File: src/logic/zc_msg_pkg.sv
/*
  Message formats used between the host FIFOs and the core stages.
  A message is one header word followed by len payload words.
  A reply is always a header word with len 1, then one value word.
  Lengths above the FIFO depth are legal; the core streams them.
*/
package zc_msg_pkg;

  // Every message word, commands and replies alike
  localparam int ZC_WORD_W = 32;

  // Command codes in header bits 31:24
  localparam logic [7:0] ZC_CMD_STATUS = 8'h01;
  localparam logic [7:0] ZC_CMD_SUM    = 8'h02;
  localparam logic [7:0] ZC_CMD_XROT   = 8'h03;

  // Reply status codes in header bits 23:16
  localparam logic [7:0] ZC_ST_OK      = 8'h00;
  localparam logic [7:0] ZC_ST_BAD_CMD = 8'h01;

  // Core version answered by STATUS
  localparam logic [ZC_WORD_W-1:0] ZC_VERSION = 32'h5a43_0100;

  // Buffer sizes
  localparam int ZC_CMD_FIFO_DEPTH = 16;
  localparam int ZC_RES_FIFO_DEPTH = 4;

  typedef struct packed {
    logic [7:0]  cmd;
    logic [7:0]  status;
    logic [15:0] len;
  } zc_hdr_t;

  // One payload word as seen by execute
  typedef struct packed {
    logic [7:0]           cmd;
    logic                 first;
    logic                 last;
    logic                 has_data;
    logic [ZC_WORD_W-1:0] data;
  } zc_item_t;

  typedef struct packed {
    logic [7:0]           cmd;
    logic [7:0]           status;
    logic [ZC_WORD_W-1:0] value;
  } zc_result_t;

endpackage

File: src/logic/zc_host_pkg.sv
/*
  Host view of the accelerator over APB.
  Only 32-bit accesses at word offsets are decoded.
  Unmapped offsets and wrong-direction accesses answer pslverr.
*/
package zc_host_pkg;

  localparam int ZC_ADDR_W     = 8;
  localparam int ZC_APB_DATA_W = 32;

  // Register offsets
  localparam logic [ZC_ADDR_W-1:0] ZC_REG_CMD  = 8'h00;
  localparam logic [ZC_ADDR_W-1:0] ZC_REG_RPL  = 8'h04;
  localparam logic [ZC_ADDR_W-1:0] ZC_REG_STAT = 8'h08;

  // STAT register, upper bits read as zero
  typedef struct packed {
    logic [21:0] rsvd;
    logic        bus_err;
    logic        cmd_full;
    logic [7:0]  rpl_count;
  } zc_stat_t;

  // Signals driven by the APB master
  typedef struct packed {
    logic                     psel;
    logic                     penable;
    logic                     pwrite;
    logic [ZC_ADDR_W-1:0]     paddr;
    logic [ZC_APB_DATA_W-1:0] pwdata;
  } zc_apb_req_t;

endpackage

File: src/logic/zc_fifo.sv
/*
  Synchronous FIFO with a registered full flag and output valid.
  Input ready is the inverse of full and never waits on the reader.
  A pushed entry shows at the output one cycle later.
  Any DEPTH of at least 2 works; pointers wrap explicitly.
*/
`timescale 1ns/1ps

module zc_fifo #(
  parameter type T     = logic [31:0],
  parameter int  DEPTH = 16
) (
  input  logic clk_100,
  input  logic rst_main_n,
  input  logic i_valid,
  input  T     i_data,
  input  logic i_ready_out,
  output logic o_ready_in,
  output logic o_valid,
  output T     o_data,
  output logic o_full
);

  localparam int PTR_W = $clog2(DEPTH);
  localparam int CNT_W = $clog2(DEPTH + 1);

  T                 mem [DEPTH];
  logic [PTR_W-1:0] wr_ptr_q;
  logic [PTR_W-1:0] rd_ptr_q;
  logic [CNT_W-1:0] count_q;
  logic [CNT_W-1:0] count_next;
  logic             full_q;
  logic             valid_q;
  logic             push;
  logic             pop;

  assign push = i_valid & ~full_q;
  assign pop  = valid_q & i_ready_out;

  assign count_next = count_q + CNT_W'(push) - CNT_W'(pop);

  // Storage, no reset on the entries
  always_ff @(posedge clk_100) begin
    if (push) begin
      mem[wr_ptr_q] <= i_data;
    end
  end

  always_ff @(posedge clk_100) begin
    if (!rst_main_n) begin
      wr_ptr_q <= '0;
      rd_ptr_q <= '0;
      count_q  <= '0;
      full_q   <= 1'b0;
      valid_q  <= 1'b0;
    end else begin
      if (push) begin
        wr_ptr_q <= (wr_ptr_q == PTR_W'(DEPTH - 1)) ? '0 : wr_ptr_q + 1'b1;
      end
      if (pop) begin
        rd_ptr_q <= (rd_ptr_q == PTR_W'(DEPTH - 1)) ? '0 : rd_ptr_q + 1'b1;
      end
      count_q <= count_next;
      // Flags follow the next count so they stay registered
      full_q  <= (count_next == CNT_W'(DEPTH));
      valid_q <= (count_next != '0);
    end
  end

  assign o_ready_in = ~full_q;
  assign o_full     = full_q;
  assign o_valid    = valid_q;
  assign o_data     = mem[rd_ptr_q];

endmodule

File: src/logic/zc_apb_regs.sv
/*
  APB slave for the command and reply registers, zero wait states.
  The register map is decoded in the setup cycle; read data, pready,
  pslverr and the FIFO strobes are registered into the access cycle.
  Assumes a compliant master that holds paddr and pwdata through access.
  The sticky bus error clears only at reset.
*/
`timescale 1ns/1ps

module zc_apb_regs
  import zc_host_pkg::*;
(
  input  logic                     clk_100,
  input  logic                     rst_main_n,
  input  zc_apb_req_t              i_apb,
  input  logic                     i_cmd_full,
  input  logic [ZC_APB_DATA_W-1:0] i_rpl_word,
  input  logic [7:0]               i_rpl_count,
  output logic [ZC_APB_DATA_W-1:0] o_prdata,
  output logic                     o_pready,
  output logic                     o_pslverr,
  output logic                     o_cmd_push,
  output logic [ZC_APB_DATA_W-1:0] o_cmd_word,
  output logic                     o_rpl_pop
);

  logic                     setup;
  logic                     push_ok;
  logic                     pop_ok;
  logic                     bad;
  logic [ZC_APB_DATA_W-1:0] rdata_next;
  logic                     err_sticky_q;
  zc_stat_t                 stat;

  always_comb begin
    stat           = '0;
    stat.rpl_count = i_rpl_count;
    stat.cmd_full  = i_cmd_full;
    stat.bus_err   = err_sticky_q;
  end

  // Setup phase of a transfer
  assign setup = i_apb.psel & ~i_apb.penable;

  // --------------------------------------------------------------------------
  // Register map decode
  // --------------------------------------------------------------------------
  always_comb begin
    push_ok    = 1'b0;
    pop_ok     = 1'b0;
    bad        = 1'b0;
    rdata_next = '0;
    case (i_apb.paddr)
      ZC_REG_CMD: begin
        // Only this slave pushes, so full cannot clear into a lost word
        if (i_apb.pwrite) begin
          push_ok = ~i_cmd_full;
          bad     = i_cmd_full;
        end else begin
          bad = 1'b1;
        end
      end
      ZC_REG_RPL: begin
        if (!i_apb.pwrite && i_rpl_count != 8'd0) begin
          pop_ok     = 1'b1;
          rdata_next = i_rpl_word;
        end else begin
          bad = 1'b1;
        end
      end
      ZC_REG_STAT: begin
        if (!i_apb.pwrite) begin
          rdata_next = stat;
        end else begin
          bad = 1'b1;
        end
      end
      default: bad = 1'b1;
    endcase
  end

  // --------------------------------------------------------------------------
  // Access cycle response
  // --------------------------------------------------------------------------
  always_ff @(posedge clk_100) begin
    if (!rst_main_n) begin
      o_pready     <= 1'b0;
      o_pslverr    <= 1'b0;
      o_cmd_push   <= 1'b0;
      o_rpl_pop    <= 1'b0;
      err_sticky_q <= 1'b0;
    end else begin
      o_pready   <= setup;
      o_pslverr  <= setup & bad;
      o_cmd_push <= setup & push_ok;
      o_rpl_pop  <= setup & pop_ok;
      if (setup && bad) begin
        err_sticky_q <= 1'b1;
      end
    end
  end

  // Read data, zero for writes and errors
  always_ff @(posedge clk_100) begin
    if (setup) begin
      o_prdata <= rdata_next;
    end
  end

  // pwdata is still held in the access cycle when the push lands
  assign o_cmd_word = i_apb.pwdata;

endmodule

File: src/logic/zc_decode.sv
/*
  Header parser between the command FIFO and execute.
  A header takes one cycle; payload words then pass through as items,
  one per cycle, tagged with command and first/last flags.
  A zero-length message yields one marker item with has_data clear.
*/
`timescale 1ns/1ps

module zc_decode
  import zc_msg_pkg::*;
(
  input  logic                 clk_100,
  input  logic                 rst_main_n,
  input  logic                 i_word_valid,
  input  logic [ZC_WORD_W-1:0] i_word,
  input  logic                 i_item_ready,
  output logic                 o_word_ready,
  output logic                 o_item_valid,
  output zc_item_t             o_item
);

  typedef enum logic {
    ST_HDR,
    ST_PAY
  } state_t;

  state_t      state_q;
  zc_hdr_t     hdr;
  logic [7:0]  cmd_q;
  logic [15:0] rem_q;
  logic        first_q;
  logic        marker;
  logic        item_fire;

  assign hdr = zc_hdr_t'(i_word);

  // Payload state with nothing left means an empty message
  assign marker = (state_q == ST_PAY) && (rem_q == 16'd0);

  always_comb begin
    if (state_q == ST_HDR) begin
      // Headers are always taken
      o_word_ready = 1'b1;
      o_item_valid = 1'b0;
    end else if (marker) begin
      o_word_ready = 1'b0;
      o_item_valid = 1'b1;
    end else begin
      o_word_ready = i_item_ready;
      o_item_valid = i_word_valid;
    end
  end

  always_comb begin
    o_item.cmd      = cmd_q;
    o_item.first    = first_q;
    o_item.last     = (rem_q <= 16'd1);
    o_item.has_data = ~marker;
    o_item.data     = marker ? '0 : i_word;
  end

  assign item_fire = o_item_valid & i_item_ready;

  always_ff @(posedge clk_100) begin
    if (!rst_main_n) begin
      state_q <= ST_HDR;
      cmd_q   <= '0;
      rem_q   <= '0;
      first_q <= 1'b0;
    end else begin
      case (state_q)
        ST_HDR: begin
          if (i_word_valid) begin
            cmd_q   <= hdr.cmd;
            rem_q   <= hdr.len;
            first_q <= 1'b1;
            state_q <= ST_PAY;
          end
        end
        ST_PAY: begin
          if (item_fire) begin
            first_q <= 1'b0;
            if (!marker) begin
              rem_q <= rem_q - 1'b1;
            end
            // Last item closes the message
            if (rem_q <= 16'd1) begin
              state_q <= ST_HDR;
            end
          end
        end
        default: state_q <= ST_HDR;
      endcase
    end
  end

endmodule

File: src/logic/zc_execute.sv
/*
  Per-message accumulator for SUM and XROT.
  The result is registered one cycle after the last item; the next
  message may start in that same cycle.
  Items stall only while a finished result waits for the FIFO.
*/
`timescale 1ns/1ps

module zc_execute
  import zc_msg_pkg::*;
(
  input  logic                 clk_100,
  input  logic                 rst_main_n,
  input  logic                 i_item_valid,
  input  zc_item_t             i_item,
  input  logic                 i_res_ready,
  output logic                 o_item_ready,
  output logic                 o_res_valid,
  output zc_result_t           o_res
);

  logic [ZC_WORD_W-1:0] acc_q;
  logic [ZC_WORD_W-1:0] base;
  logic [ZC_WORD_W-1:0] acc_next;
  logic                 item_fire;
  logic                 res_valid_q;
  zc_result_t           res_q;
  zc_result_t           res_next;

  assign o_item_ready = ~res_valid_q | i_res_ready;
  assign item_fire    = i_item_valid & o_item_ready;

  // Fresh start on the first item of every message
  assign base = i_item.first ? '0 : acc_q;

  always_comb begin
    acc_next = base;
    if (i_item.has_data) begin
      case (i_item.cmd)
        ZC_CMD_SUM:  acc_next = base + i_item.data;
        // Rotate left by one, then fold in the word
        ZC_CMD_XROT: acc_next = {base[ZC_WORD_W-2:0], base[ZC_WORD_W-1]} ^ i_item.data;
        default:     acc_next = base;
      endcase
    end
  end

  always_comb begin
    res_next.cmd    = i_item.cmd;
    res_next.status = ZC_ST_OK;
    case (i_item.cmd)
      ZC_CMD_STATUS: res_next.value = ZC_VERSION;
      ZC_CMD_SUM,
      ZC_CMD_XROT:   res_next.value = acc_next;
      default: begin
        res_next.status = ZC_ST_BAD_CMD;
        res_next.value  = '0;
      end
    endcase
  end

  always_ff @(posedge clk_100) begin
    if (!rst_main_n) begin
      res_valid_q <= 1'b0;
    end else if (item_fire && i_item.last) begin
      res_valid_q <= 1'b1;
    end else if (i_res_ready) begin
      res_valid_q <= 1'b0;
    end
  end

  // Payload registers
  always_ff @(posedge clk_100) begin
    if (item_fire) begin
      acc_q <= acc_next;
      if (i_item.last) begin
        res_q <= res_next;
      end
    end
  end

  assign o_res_valid = res_valid_q;
  assign o_res       = res_q;

endmodule

File: src/logic/zc_result.sv
/*
  Reply formatter holding one result at a time.
  Offers the header word first, then the value word.
  A new result loads only after both words are popped.
*/
`timescale 1ns/1ps

module zc_result
  import zc_msg_pkg::*;
(
  input  logic                 clk_100,
  input  logic                 rst_main_n,
  input  logic                 i_res_valid,
  input  zc_result_t           i_res,
  input  logic                 i_rpl_pop,
  output logic                 o_res_ready,
  output logic [ZC_WORD_W-1:0] o_rpl_word,
  output logic [7:0]           o_rpl_count
);

  zc_result_t res_q;
  zc_hdr_t    hdr;
  logic [1:0] cnt_q;

  // Words still to hand out, 2 means header next
  assign o_res_ready = (cnt_q == 2'd0);

  always_ff @(posedge clk_100) begin
    if (!rst_main_n) begin
      cnt_q <= 2'd0;
    end else if (i_res_valid && o_res_ready) begin
      cnt_q <= 2'd2;
    end else if (i_rpl_pop && cnt_q != 2'd0) begin
      cnt_q <= cnt_q - 1'b1;
    end
  end

  always_ff @(posedge clk_100) begin
    if (i_res_valid && o_res_ready) begin
      res_q <= i_res;
    end
  end

  // Reply header always announces one value word
  always_comb begin
    hdr.cmd    = res_q.cmd;
    hdr.status = res_q.status;
    hdr.len    = 16'd1;
  end

  assign o_rpl_word  = (cnt_q == 2'd2) ? hdr : res_q.value;
  assign o_rpl_count = {6'd0, cnt_q};

endmodule

File: src/logic/zc_accel_top.sv
/*
  Message accelerator top level, single clock domain.
  APB slave, command FIFO, decode, execute, result FIFO, reply formatter.
  End-to-end latency varies; poll STAT for a nonzero reply count.
*/
`timescale 1ns/1ps

module zc_accel_top
  import zc_msg_pkg::*;
  import zc_host_pkg::*;
(
  input  logic                     clk_100,
  input  logic                     rst_main_n,
  input  zc_apb_req_t              i_apb,
  output logic [ZC_APB_DATA_W-1:0] o_prdata,
  output logic                     o_pready,
  output logic                     o_pslverr
);

  // Host side
  logic                 cmd_push;
  logic [ZC_WORD_W-1:0] cmd_word;
  logic                 cmd_full;
  logic [ZC_WORD_W-1:0] rpl_word;
  logic [7:0]           rpl_count;
  logic                 rpl_pop;

  // Core stages
  logic                 word_valid;
  logic [ZC_WORD_W-1:0] word;
  logic                 word_ready;
  logic                 item_valid;
  zc_item_t             item;
  logic                 item_ready;
  logic                 exe_valid;
  zc_result_t           exe_res;
  logic                 exe_ready;
  logic                 fifo_res_valid;
  zc_result_t           fifo_res;
  logic                 fifo_res_ready;

  zc_apb_regs u_zc_apb_regs (
    .clk_100     (clk_100),
    .rst_main_n  (rst_main_n),
    .i_apb       (i_apb),
    .i_cmd_full  (cmd_full),
    .i_rpl_word  (rpl_word),
    .i_rpl_count (rpl_count),
    .o_prdata    (o_prdata),
    .o_pready    (o_pready),
    .o_pslverr   (o_pslverr),
    .o_cmd_push  (cmd_push),
    .o_cmd_word  (cmd_word),
    .o_rpl_pop   (rpl_pop)
  );

  // Push is already qualified by full inside the slave
  zc_fifo #(
    .T     (logic [ZC_WORD_W-1:0]),
    .DEPTH (ZC_CMD_FIFO_DEPTH)
  ) u_cmd_fifo (
    .clk_100     (clk_100),
    .rst_main_n  (rst_main_n),
    .i_valid     (cmd_push),
    .i_data      (cmd_word),
    .i_ready_out (word_ready),
    .o_ready_in  (),
    .o_valid     (word_valid),
    .o_data      (word),
    .o_full      (cmd_full)
  );

  zc_decode u_zc_decode (
    .clk_100      (clk_100),
    .rst_main_n   (rst_main_n),
    .i_word_valid (word_valid),
    .i_word       (word),
    .i_item_ready (item_ready),
    .o_word_ready (word_ready),
    .o_item_valid (item_valid),
    .o_item       (item)
  );

  zc_execute u_zc_execute (
    .clk_100      (clk_100),
    .rst_main_n   (rst_main_n),
    .i_item_valid (item_valid),
    .i_item       (item),
    .i_res_ready  (exe_ready),
    .o_item_ready (item_ready),
    .o_res_valid  (exe_valid),
    .o_res        (exe_res)
  );

  zc_fifo #(
    .T     (zc_result_t),
    .DEPTH (ZC_RES_FIFO_DEPTH)
  ) u_res_fifo (
    .clk_100     (clk_100),
    .rst_main_n  (rst_main_n),
    .i_valid     (exe_valid),
    .i_data      (exe_res),
    .i_ready_out (fifo_res_ready),
    .o_ready_in  (exe_ready),
    .o_valid     (fifo_res_valid),
    .o_data      (fifo_res),
    .o_full      ()
  );

  zc_result u_zc_result (
    .clk_100     (clk_100),
    .rst_main_n  (rst_main_n),
    .i_res_valid (fifo_res_valid),
    .i_res       (fifo_res),
    .i_rpl_pop   (rpl_pop),
    .o_res_ready (fifo_res_ready),
    .o_rpl_word  (rpl_word),
    .o_rpl_count (rpl_count)
  );

endmodule

File: config.mk
export PLATFORM = sky130hd
export DESIGN_NAME = zc_accel_top
export DESIGN_NICKNAME = d
export VERILOG_FILES = /design/src/logic/zc_msg_pkg.sv /design/src/logic/zc_host_pkg.sv /design/src/logic/zc_fifo.sv /design/src/logic/zc_apb_regs.sv /design/src/logic/zc_decode.sv /design/src/logic/zc_execute.sv /design/src/logic/zc_result.sv /design/src/logic/zc_accel_top.sv
export SDC_FILE = /design/constraint.sdc
export NUM_CORES = 1
export LEC_CHECK = 0
export BUFFER_PORTS_ARGS = -buffer_cell sky130_fd_sc_hd__buf_4
export CORE_ASPECT_RATIO = 1.25
export CORE_UTILIZATION = 40
export DETAILED_ROUTE_END_ITERATION = 10
export GPL_TIMING_DRIVEN = 0
export PLACE_DENSITY_LB_ADDON = 0.2
export SLEW_MARGIN = 15
export SYNTH_ARGS = -nofsm -noshare
export SYNTH_HDL_FRONTEND = slang
export SYNTH_HIERARCHICAL = 1
export SYNTH_SLANG_ARGS = --single-unit
File: constraint.sdc
create_clock -name clk_100 -period 9.1 [get_ports clk_100]
set_input_delay 1.82 -clock clk_100 [delete_from_list [all_inputs] [get_ports clk_100]]
set_output_delay 1.82 -clock clk_100 [all_outputs]
set_load 0.02 [all_outputs]
==> results of run 1 <==
-- power by group --
part / internal [uW] / switching (uW) / leakage [uW] / total, uW
clock network: 2160 / 1600 / 0.00147 / 3760
registers: 4880 / 93.7 / 0.00834 / 4970
logic: 1070 / 1470 / 0.00487 / 2550
total: 8110 / 3170 / 0.0147 / 11300
-- cells in the final DEF (no fill, tap or decap), drive strengths merged, types with 8 or more instances in the layout --
master	instances
edfxtp	857
o21a	12
nand2	161
a21oi	73
nand3	28
and3	8
xor2	11
clkbuf	172
clkinv	41
nor4	9
ha	51
dfxtp	64
xnor2	48
nor3	23
a21o	11
a31oi	11
and2	57
a22oi	64
buf	191
a22o	10
nor2b	94
conb	13
o21ai	58
o21bai	10
or3	8
o211ai	14
nand4	9
a21boi	17
nor2	80
inv	43
mux2i	10
mux2	19
nand2b	19
o22ai	9
mux4	176
-- final timing paths --
kind                                            from                     end  slack, ns  cells past startpoint
worst min register to register  u_zc_decode/cmd_q[4]  u_zc_execute/o_res[44]       0.46                      0
worst max-delay path                       flip-flop  u_zc_execute/o_res[21]       3.34                     15
worst min-delay path            u_zc_decode/cmd_q[4]  u_zc_execute/o_res[44]       0.46                      0
worst max register to register             flip-flop  u_zc_execute/o_res[21]       3.34                     15
-- cell families after synthesis --
logic type      share of synthesized area, %
compound gates                          6.29
xor+xnor                                1.39
fa+ha+maj                               1.80
buf+inv                                 2.91
flops                                   69.6
mux                                     11.0
other cells                           0.0193
simple gates                            6.98
-- routing by layer --
layer	routed length [um]	share of wire, %	track usage [%]
met1	35100	40	21.4
met2	47100	53	33.8
met3	3860	4.3	2.52
met4	2510	2.8	6.52
met5	39	0.044	0
-- stage by stage --
stage | hold slack, ns | power (uW) | util [%] | instance area, um2 | worst slack [ns]
after global placement | 0.446 | 7560 | 42.5 | 40800 | 2.74
final | 0.460 | 11300 | 46.5 | 44600 | 3.34
after global routing | 0.480 | 11800 | 46.5 | 44600 | 3.27
after CTS | 0.468 | 11400 | 46.5 | 44600 | 3.35
after detailed placement | 0.455 | 7600 | 43.3 | 41600 | 3.38
after floorplan | 0.421 | 6930 | - | 38900 | 4.91
-- layout make-up --
type                    instances  area (um2)  share of cell area [%]
well taps                    1290        1610                    3.62
clock inverters                55         527                    1.18
repair buffers                 85         948                    2.13
clock buffers                 117        2500                    5.61
plain buffers                 161         977                    2.19
flip-flops and latches        921       27000                    60.6
inverters                      41         154                   0.345
multi-input cells            1207       10800                    24.3
diodes                          2        5.00                  0.0112
-- sequential cells by signal (all words and copies together), names as in the netlist, 3 cells and up, named ones only --
name and cells:
u_zc_execute/o_res 41, u_cmd_fifo/count_q 5, u_zc_decode/cmd_q 8, u_zc_result/hdr 16
u_zc_result/res_q 32, u_res_fifo/mem 192, u_cmd_fifo/wr_ptr_q 4, u_zc_decode/rem_q 16
u_zc_apb_regs/o_prdata 32, u_res_fifo/count_q 3, u_cmd_fifo/mem 512, u_cmd_fifo/rd_ptr_q 4
u_zc_execute/acc_q 32
-- worst max-delay path, cell delays in order, from the launching register on --
cell and delay [ns]:
dfxtp_1 0.37, buf_2 0.37, buf_1 0.69, mux4_2 0.42, a22oi_1 0.21, nand2_1 0.25
nor2b_1 0.25, ha_1 0.40, a21oi_1 0.21, o21ai_1 0.14, a311oi_1 0.64, a211oi_1 0.17
nor3_1 0.66, xnor2_1 0.20, o21ai_1 0.09, a211oi_1 0.42
==> results.py, run 1 <==
metrics = {
    "synthesis": {
        "syn_area_per_cell_um2": 16.7,
        "synth.cell_area_um2": 38800,
        "synth-seq-cells": 921,
        "yosysWarnings": 6,
        "ys_async_sr_fraction_pct": 0,
        "synth_common_cells": "edfxtp_1 (857), mux4_2 (176), nand2_1 (159)",
        "yosysTopAreaCell": "edfxtp_1",
        "seq_area_frac_synth_pct": 69.6,
        "synth_top_area_share_pct": 66.3,
        "synth_area_leaders": "edfxtp_1 (66%), mux4_2 (10%), dfxtp_1 (3.3%)",
        "synthFlopType": "edfxtp_1",
        "syn_inst": 2319,
        "synth_edf_count": 857,
        "yosysMostFrequentCell": "edfxtp_1",
        "synth.distinct_cells": 87,
    },
    "floorplanning": {
        "die_w_um": 281,
        "initial_utilization_pct": 40.4,
        "rows": 127,
        "die_y_um": 350,
        "ios": 79,
        "coreArea_um2": 96000,
        "die-area_um2": 98300,
    },
    "worst_hold_path": {
        "min_path_type": "flip-flop to flip-flop",
    },
    "global_routing": {
        "grt_start_max_net_pins": 46,
        "grt_pass1_wl_um": 133000,
        "antenna_found_initial": 9,
        "overflow": 0,
        "gr-usage-all-layers_pct": 18.2,
        "grt_pass1_vias": 21800,
    },
    "worst_setup_path": {
        "critPathRequiredTime_ns": 9.51,
        "critPathLaunchType": "flip-flop",
        "crit_path_end_kind": "flip-flop",
        "worstPathArrival_ns": 6.17,
        "crit_fanout": 10,
        "critPathKind": "flip-flop to flip-flop",
    },
    "clocking": {
        "cts-root-buf": "clkbuf_16",
        "clkLatencyLatePin_ns": 0.67,
        "cts_hold_buf": 0,
        "cts_buffers": 93,
        "h-tree-depth": 3,
        "numClockSinks": 921,
        "cts_max_path_buffers": 3,
        "clkTransAtPathRegs_ns": 0.06,
        "cts_tree": "done",
        "post_cts_buffers": 0,
        "ctsResizeCount": 0,
    },
    "placed_design": {
        "gp_congestion": 0.890,
        "placed_cells": 3705,
        "port_buffers": 45,
        "hpwl_um": 61500,
    },
    "routing": {
        "totalWireLength_um": 88700,
        "first_pass_iters": 6,
        "vias": 20700,
        "drc_errors": 0,
        "wire_per_inst_um": 22.9,
        "drt_iter0_markers": 1494,
        "via_per_inst": 5.35,
        "drtAntennaViolNets": 0,
    },
    "flow_run": {
        "maxCapViolCount": 0,
    },
    "sta": {
        "rsz0062_at_grt": "false",
        "worstMarginPinSlew_ns": 0.922,
        "hold_viol": 0,
        "setup_tns_ns": 0,
        "fin_crit_ns": 5.76,
        "skew_ns": 0.0288,
        "slew_headroom_pct": 37.9,
        "setup_violations": 0,
        "fin_crit_sh_pct": 63.3,
        "max_freq_ghz": 0.174,
        "maxSlewViolCount": 0,
    },
    "final_layout": {
        "fill_cells": 8343,
        "nets": 2609,
        "layoutNonFillerInstCount": 3879,
        "drive_gt1_share_pct": 22.5,
        "syn2layout_area_growth_pct": 14.9,
    },
    "pwr": {
        "ir_drop_v": 0.000179,
        "power_leakage_uw": 0.0147,
        "power_density_nw_per_um2": 253,
    },
    "run_status": {
        "status": "finished clean",
    },
}
(Power assumes the default switching activity.)
==> run 2, diff against run 1 <==
--- a/config.mk
+++ b/config.mk
@@ -5,6 +5,7 @@
 export SDC_FILE = /design/constraint.sdc
 export NUM_CORES = 1
 export LEC_CHECK = 0
+export ABC_AREA = 1
 export BUFFER_PORTS_ARGS = -buffer_cell sky130_fd_sc_hd__buf_4
 export CORE_ASPECT_RATIO = 1.25
 export CORE_UTILIZATION = 40
==> constraint.sdc (replaced) <==
create_clock -name clk_100 -period 5.4 [get_ports clk_100]
set_input_delay 1.08 -clock clk_100 [delete_from_list [all_inputs] [get_ports clk_100]]
set_output_delay 1.08 -clock clk_100 [all_outputs]
set_load 0.02 [all_outputs]
==> run 2 against run 1 <==
Combinational power grew to 3.5 times the previous value; wire length increased by 32%; cell count rose by 55%; maximum frequency is 21% higher; clock-buffer cell count increased by 14; sequential power is 75% higher; sequential share of layout area fell by 4.9 points; first-iteration DRC count increased by 40%; global-route usage is 3.6 points higher; utilization shrank 0.34 points.
==> results.py, run 2 <==
metrics = {
    "final_layout": {
        "mostFrequentLayoutCell": "nand2_1",
        "antenna-diode-count": 0,
        "nets": 4601,
        "largest_reg_flops": 512,
        "fill_cells": 9874,
        "drive_gt1_share_pct": 10.2,
        "final_area_um2": 48500,
        "syn2layout_area_growth_pct": 14.2,
        "postLayoutCoreUtil_pct": 46.1,
        "regMostFlops": "u_cmd_fifo/mem",
        "layout_common_cells": "nand2_1 (1,249), edfxtp_1 (857), inv_1 (663)",
        "layoutNonFillerInstCount": 5996,
    },
    "placed_design": {
        "hpwl_um": 80900,
        "port_buffers": 46,
        "gp_congestion": 0.933,
        "dpl_cell_area_um2": 45500,
        "placed_cells": 5822,
    },
    "worst_setup_path": {
        "slowest_delay_ns": 0.71,
        "crit_family": "simple AND/OR/NAND/NOR gates",
        "critPathKind": "flip-flop to flip-flop",
        "path_cells": "buf_2 -> buf_1 -> nand2_1 -> nand3_1 -> nand3_1 -> nand2_1 -> inv_1 -> nor2_1 -> ha_1 -> nand2_1 -> inv_1 -> a21oi_1 -> nand3_1 -> nand2_1 -> nand2_1 -> or2_2 -> nand3_1 -> nand2_1 -> nand2_1 -> a21oi_1",
        "crit_path_end_kind": "flip-flop",
        "critPathMostFrequentCell": "nand2_1",
        "crit_fanout": 10,
        "critPathRequiredTime_ns": 5.75,
        "worstPathArrival_ns": 5.09,
        "cp_slowest_cell": "buf_1",
        "critPathLaunchType": "flip-flop",
        "cp_num_buf_inv": 4,
    },
    "run_status": {
        "status": "finished clean",
    },
    "clocking": {
        "cts-root-buf": "clkbuf_16",
        "cts_tree": "done",
        "ctsResizeCount": 0,
        "clkLatencyLatePin_ns": 0.68,
        "cts_hold_buf": 0,
        "numClockSinks": 921,
        "h-tree-depth": 3,
        "clkTransAtPathRegs_ns": 0.06,
        "post_cts_buffers": 0,
        "cts_max_path_buffers": 3,
        "cts_buffers": 95,
    },
    "synthesis": {
        "synth_top_area_share_pct": 60.6,
        "synth_area_leaders": "edfxtp_1 (61%), nand2_1 (11%), inv_1 (5.9%)",
        "synth-seq-cells": 921,
        "seq_area_frac_synth_pct": 63.6,
        "synth_common_cells": "nand2_1 (1,249), edfxtp_1 (857), inv_1 (665)",
        "yosysWarnings": 6,
        "synth.cell_area_um2": 42500,
        "synthFlopType": "edfxtp_1",
        "synth.distinct_cells": 54,
        "syn_inst": 4316,
        "yosysMostFrequentCell": "nand2_1",
        "yosysTopAreaCell": "edfxtp_1",
        "syn_area_per_cell_um2": 9.84,
        "ys_async_sr_fraction_pct": 0,
        "synth_edf_count": 857,
    },
    "global_routing": {
        "grt_pass1_vias": 28000,
        "grt_pass1_wl_um": 174000,
        "gr-usage-all-layers_pct": 21.8,
        "antenna_found_initial": 4,
        "grt_start_max_net_pins": 36,
        "overflow": 0,
    },
    "floorplanning": {
        "die_y_um": 366,
        "ios": 79,
        "die-area_um2": 107000,
        "die_w_um": 293,
        "initial_utilization_pct": 40.4,
        "coreArea_um2": 105000,
        "rows": 133,
    },
    "sta": {
        "maxSlewViolCount": 0,
        "slew_headroom_pct": 20.6,
        "fin_crit_ns": 4.74,
        "hold_viol": 0,
        "setup_violations": 0,
        "skew_ns": 0.0309,
        "max_freq_ghz": 0.211,
        "worstMarginPinSlew_ns": 1.19,
        "fin_crit_sh_pct": 87.8,
        "rsz0062_at_grt": "false",
    },
    "routing": {
        "drt_iter0_markers": 2099,
        "via_per_inst": 4.88,
        "wire_per_inst_um": 19.5,
        "vias": 29300,
        "drc_errors": 0,
        "totalWireLength_um": 117000,
        "first_pass_iters": 6,
        "drtAntennaViolNets": 0,
    },
    "worst_hold_path": {
        "min_path_type": "flip-flop to flip-flop",
    },
    "flow_run": {
        "maxCapViolCount": 0,
    },
    "pwr": {
        "power_density_nw_per_um2": 498,
        "ir_drop_v": 0.000290,
        "power_leakage_uw": 0.0205,
    },
}
-- run 2: final timing paths --
check                                           startpoint                         end  slack (ns)  cells past startpoint
worst min-delay path            u_zc_apb_regs/err_sticky_q  u_zc_apb_regs/err_sticky_q        0.45                      2
worst min register to register  u_zc_apb_regs/err_sticky_q  u_zc_apb_regs/err_sticky_q        0.45                      2
worst max-delay path                             flip-flop      u_zc_execute/o_res[20]        0.66                     20
worst max register to register                   flip-flop      u_zc_execute/o_res[20]        0.66                     20
-- run 2: area by class of cell --
type                       instances  area, um2  area share, %
buffer                           222       1540           3.17
clock buffer                     131       2640           5.44
sequential                       921      27000           55.7
clock inverter                    43        414          0.854
tap                             1417       1770           3.66
inverter                         674       2540           5.24
multi-input combinational       2510      11600           23.9
timing repair buffer              78       1000           2.06
-- run 2: worst min-delay path, stage by stage (launching register included) --
cell and delay, ns:
dfxtp_1 0.31, nand2_1 0.05, nand2_1 0.04
-- run 2: cells by family (layout without fill, tap and decap cells) --
logic type	count (synthesis)	count (layout)	synth area share, %
and+or+nand+nor	2121	2121	20.7
other	2	13	0.0177
adders and majority gates	54	54	1.64
AOI/OAI and AO/OA	283	283	3.66
DFF	921	921	63.6
xor gates and xnor gates	39	39	0.804
buffers and inverters	896	1148	9.60
-- run 2: per-layer routing --
metal  global-route usage (%)  wire (um)
met1                     25.7      46200
met2                     39.5      60100
met3                     3.22       6470
met4                     8.55       4250
met5                        0         38
-- run 2: power by group --
part,internal (uW),total [uW],switching [uW]
clock network,3750,6470,2720
registers,8440,8690,246
logic,2830,9010,6180
total,15000,24200,9150
-- run 2: stage by stage --
step / setup TNS [ns] / power, uW / hold WS (ns) / setup slack, ns
after CTS: 0 / 24300 / 0.450 / 0.741
after global placement: -27.08 / 17700 / 0.439 / -0.654
after global routing: 0 / 25600 / 0.474 / 0.498
after floorplan: 0 / 14900 / 0.422 / 0.696
after detailed placement: 0 / 17800 / 0.441 / 0.743
final: 0 / 24200 / 0.450 / 0.658
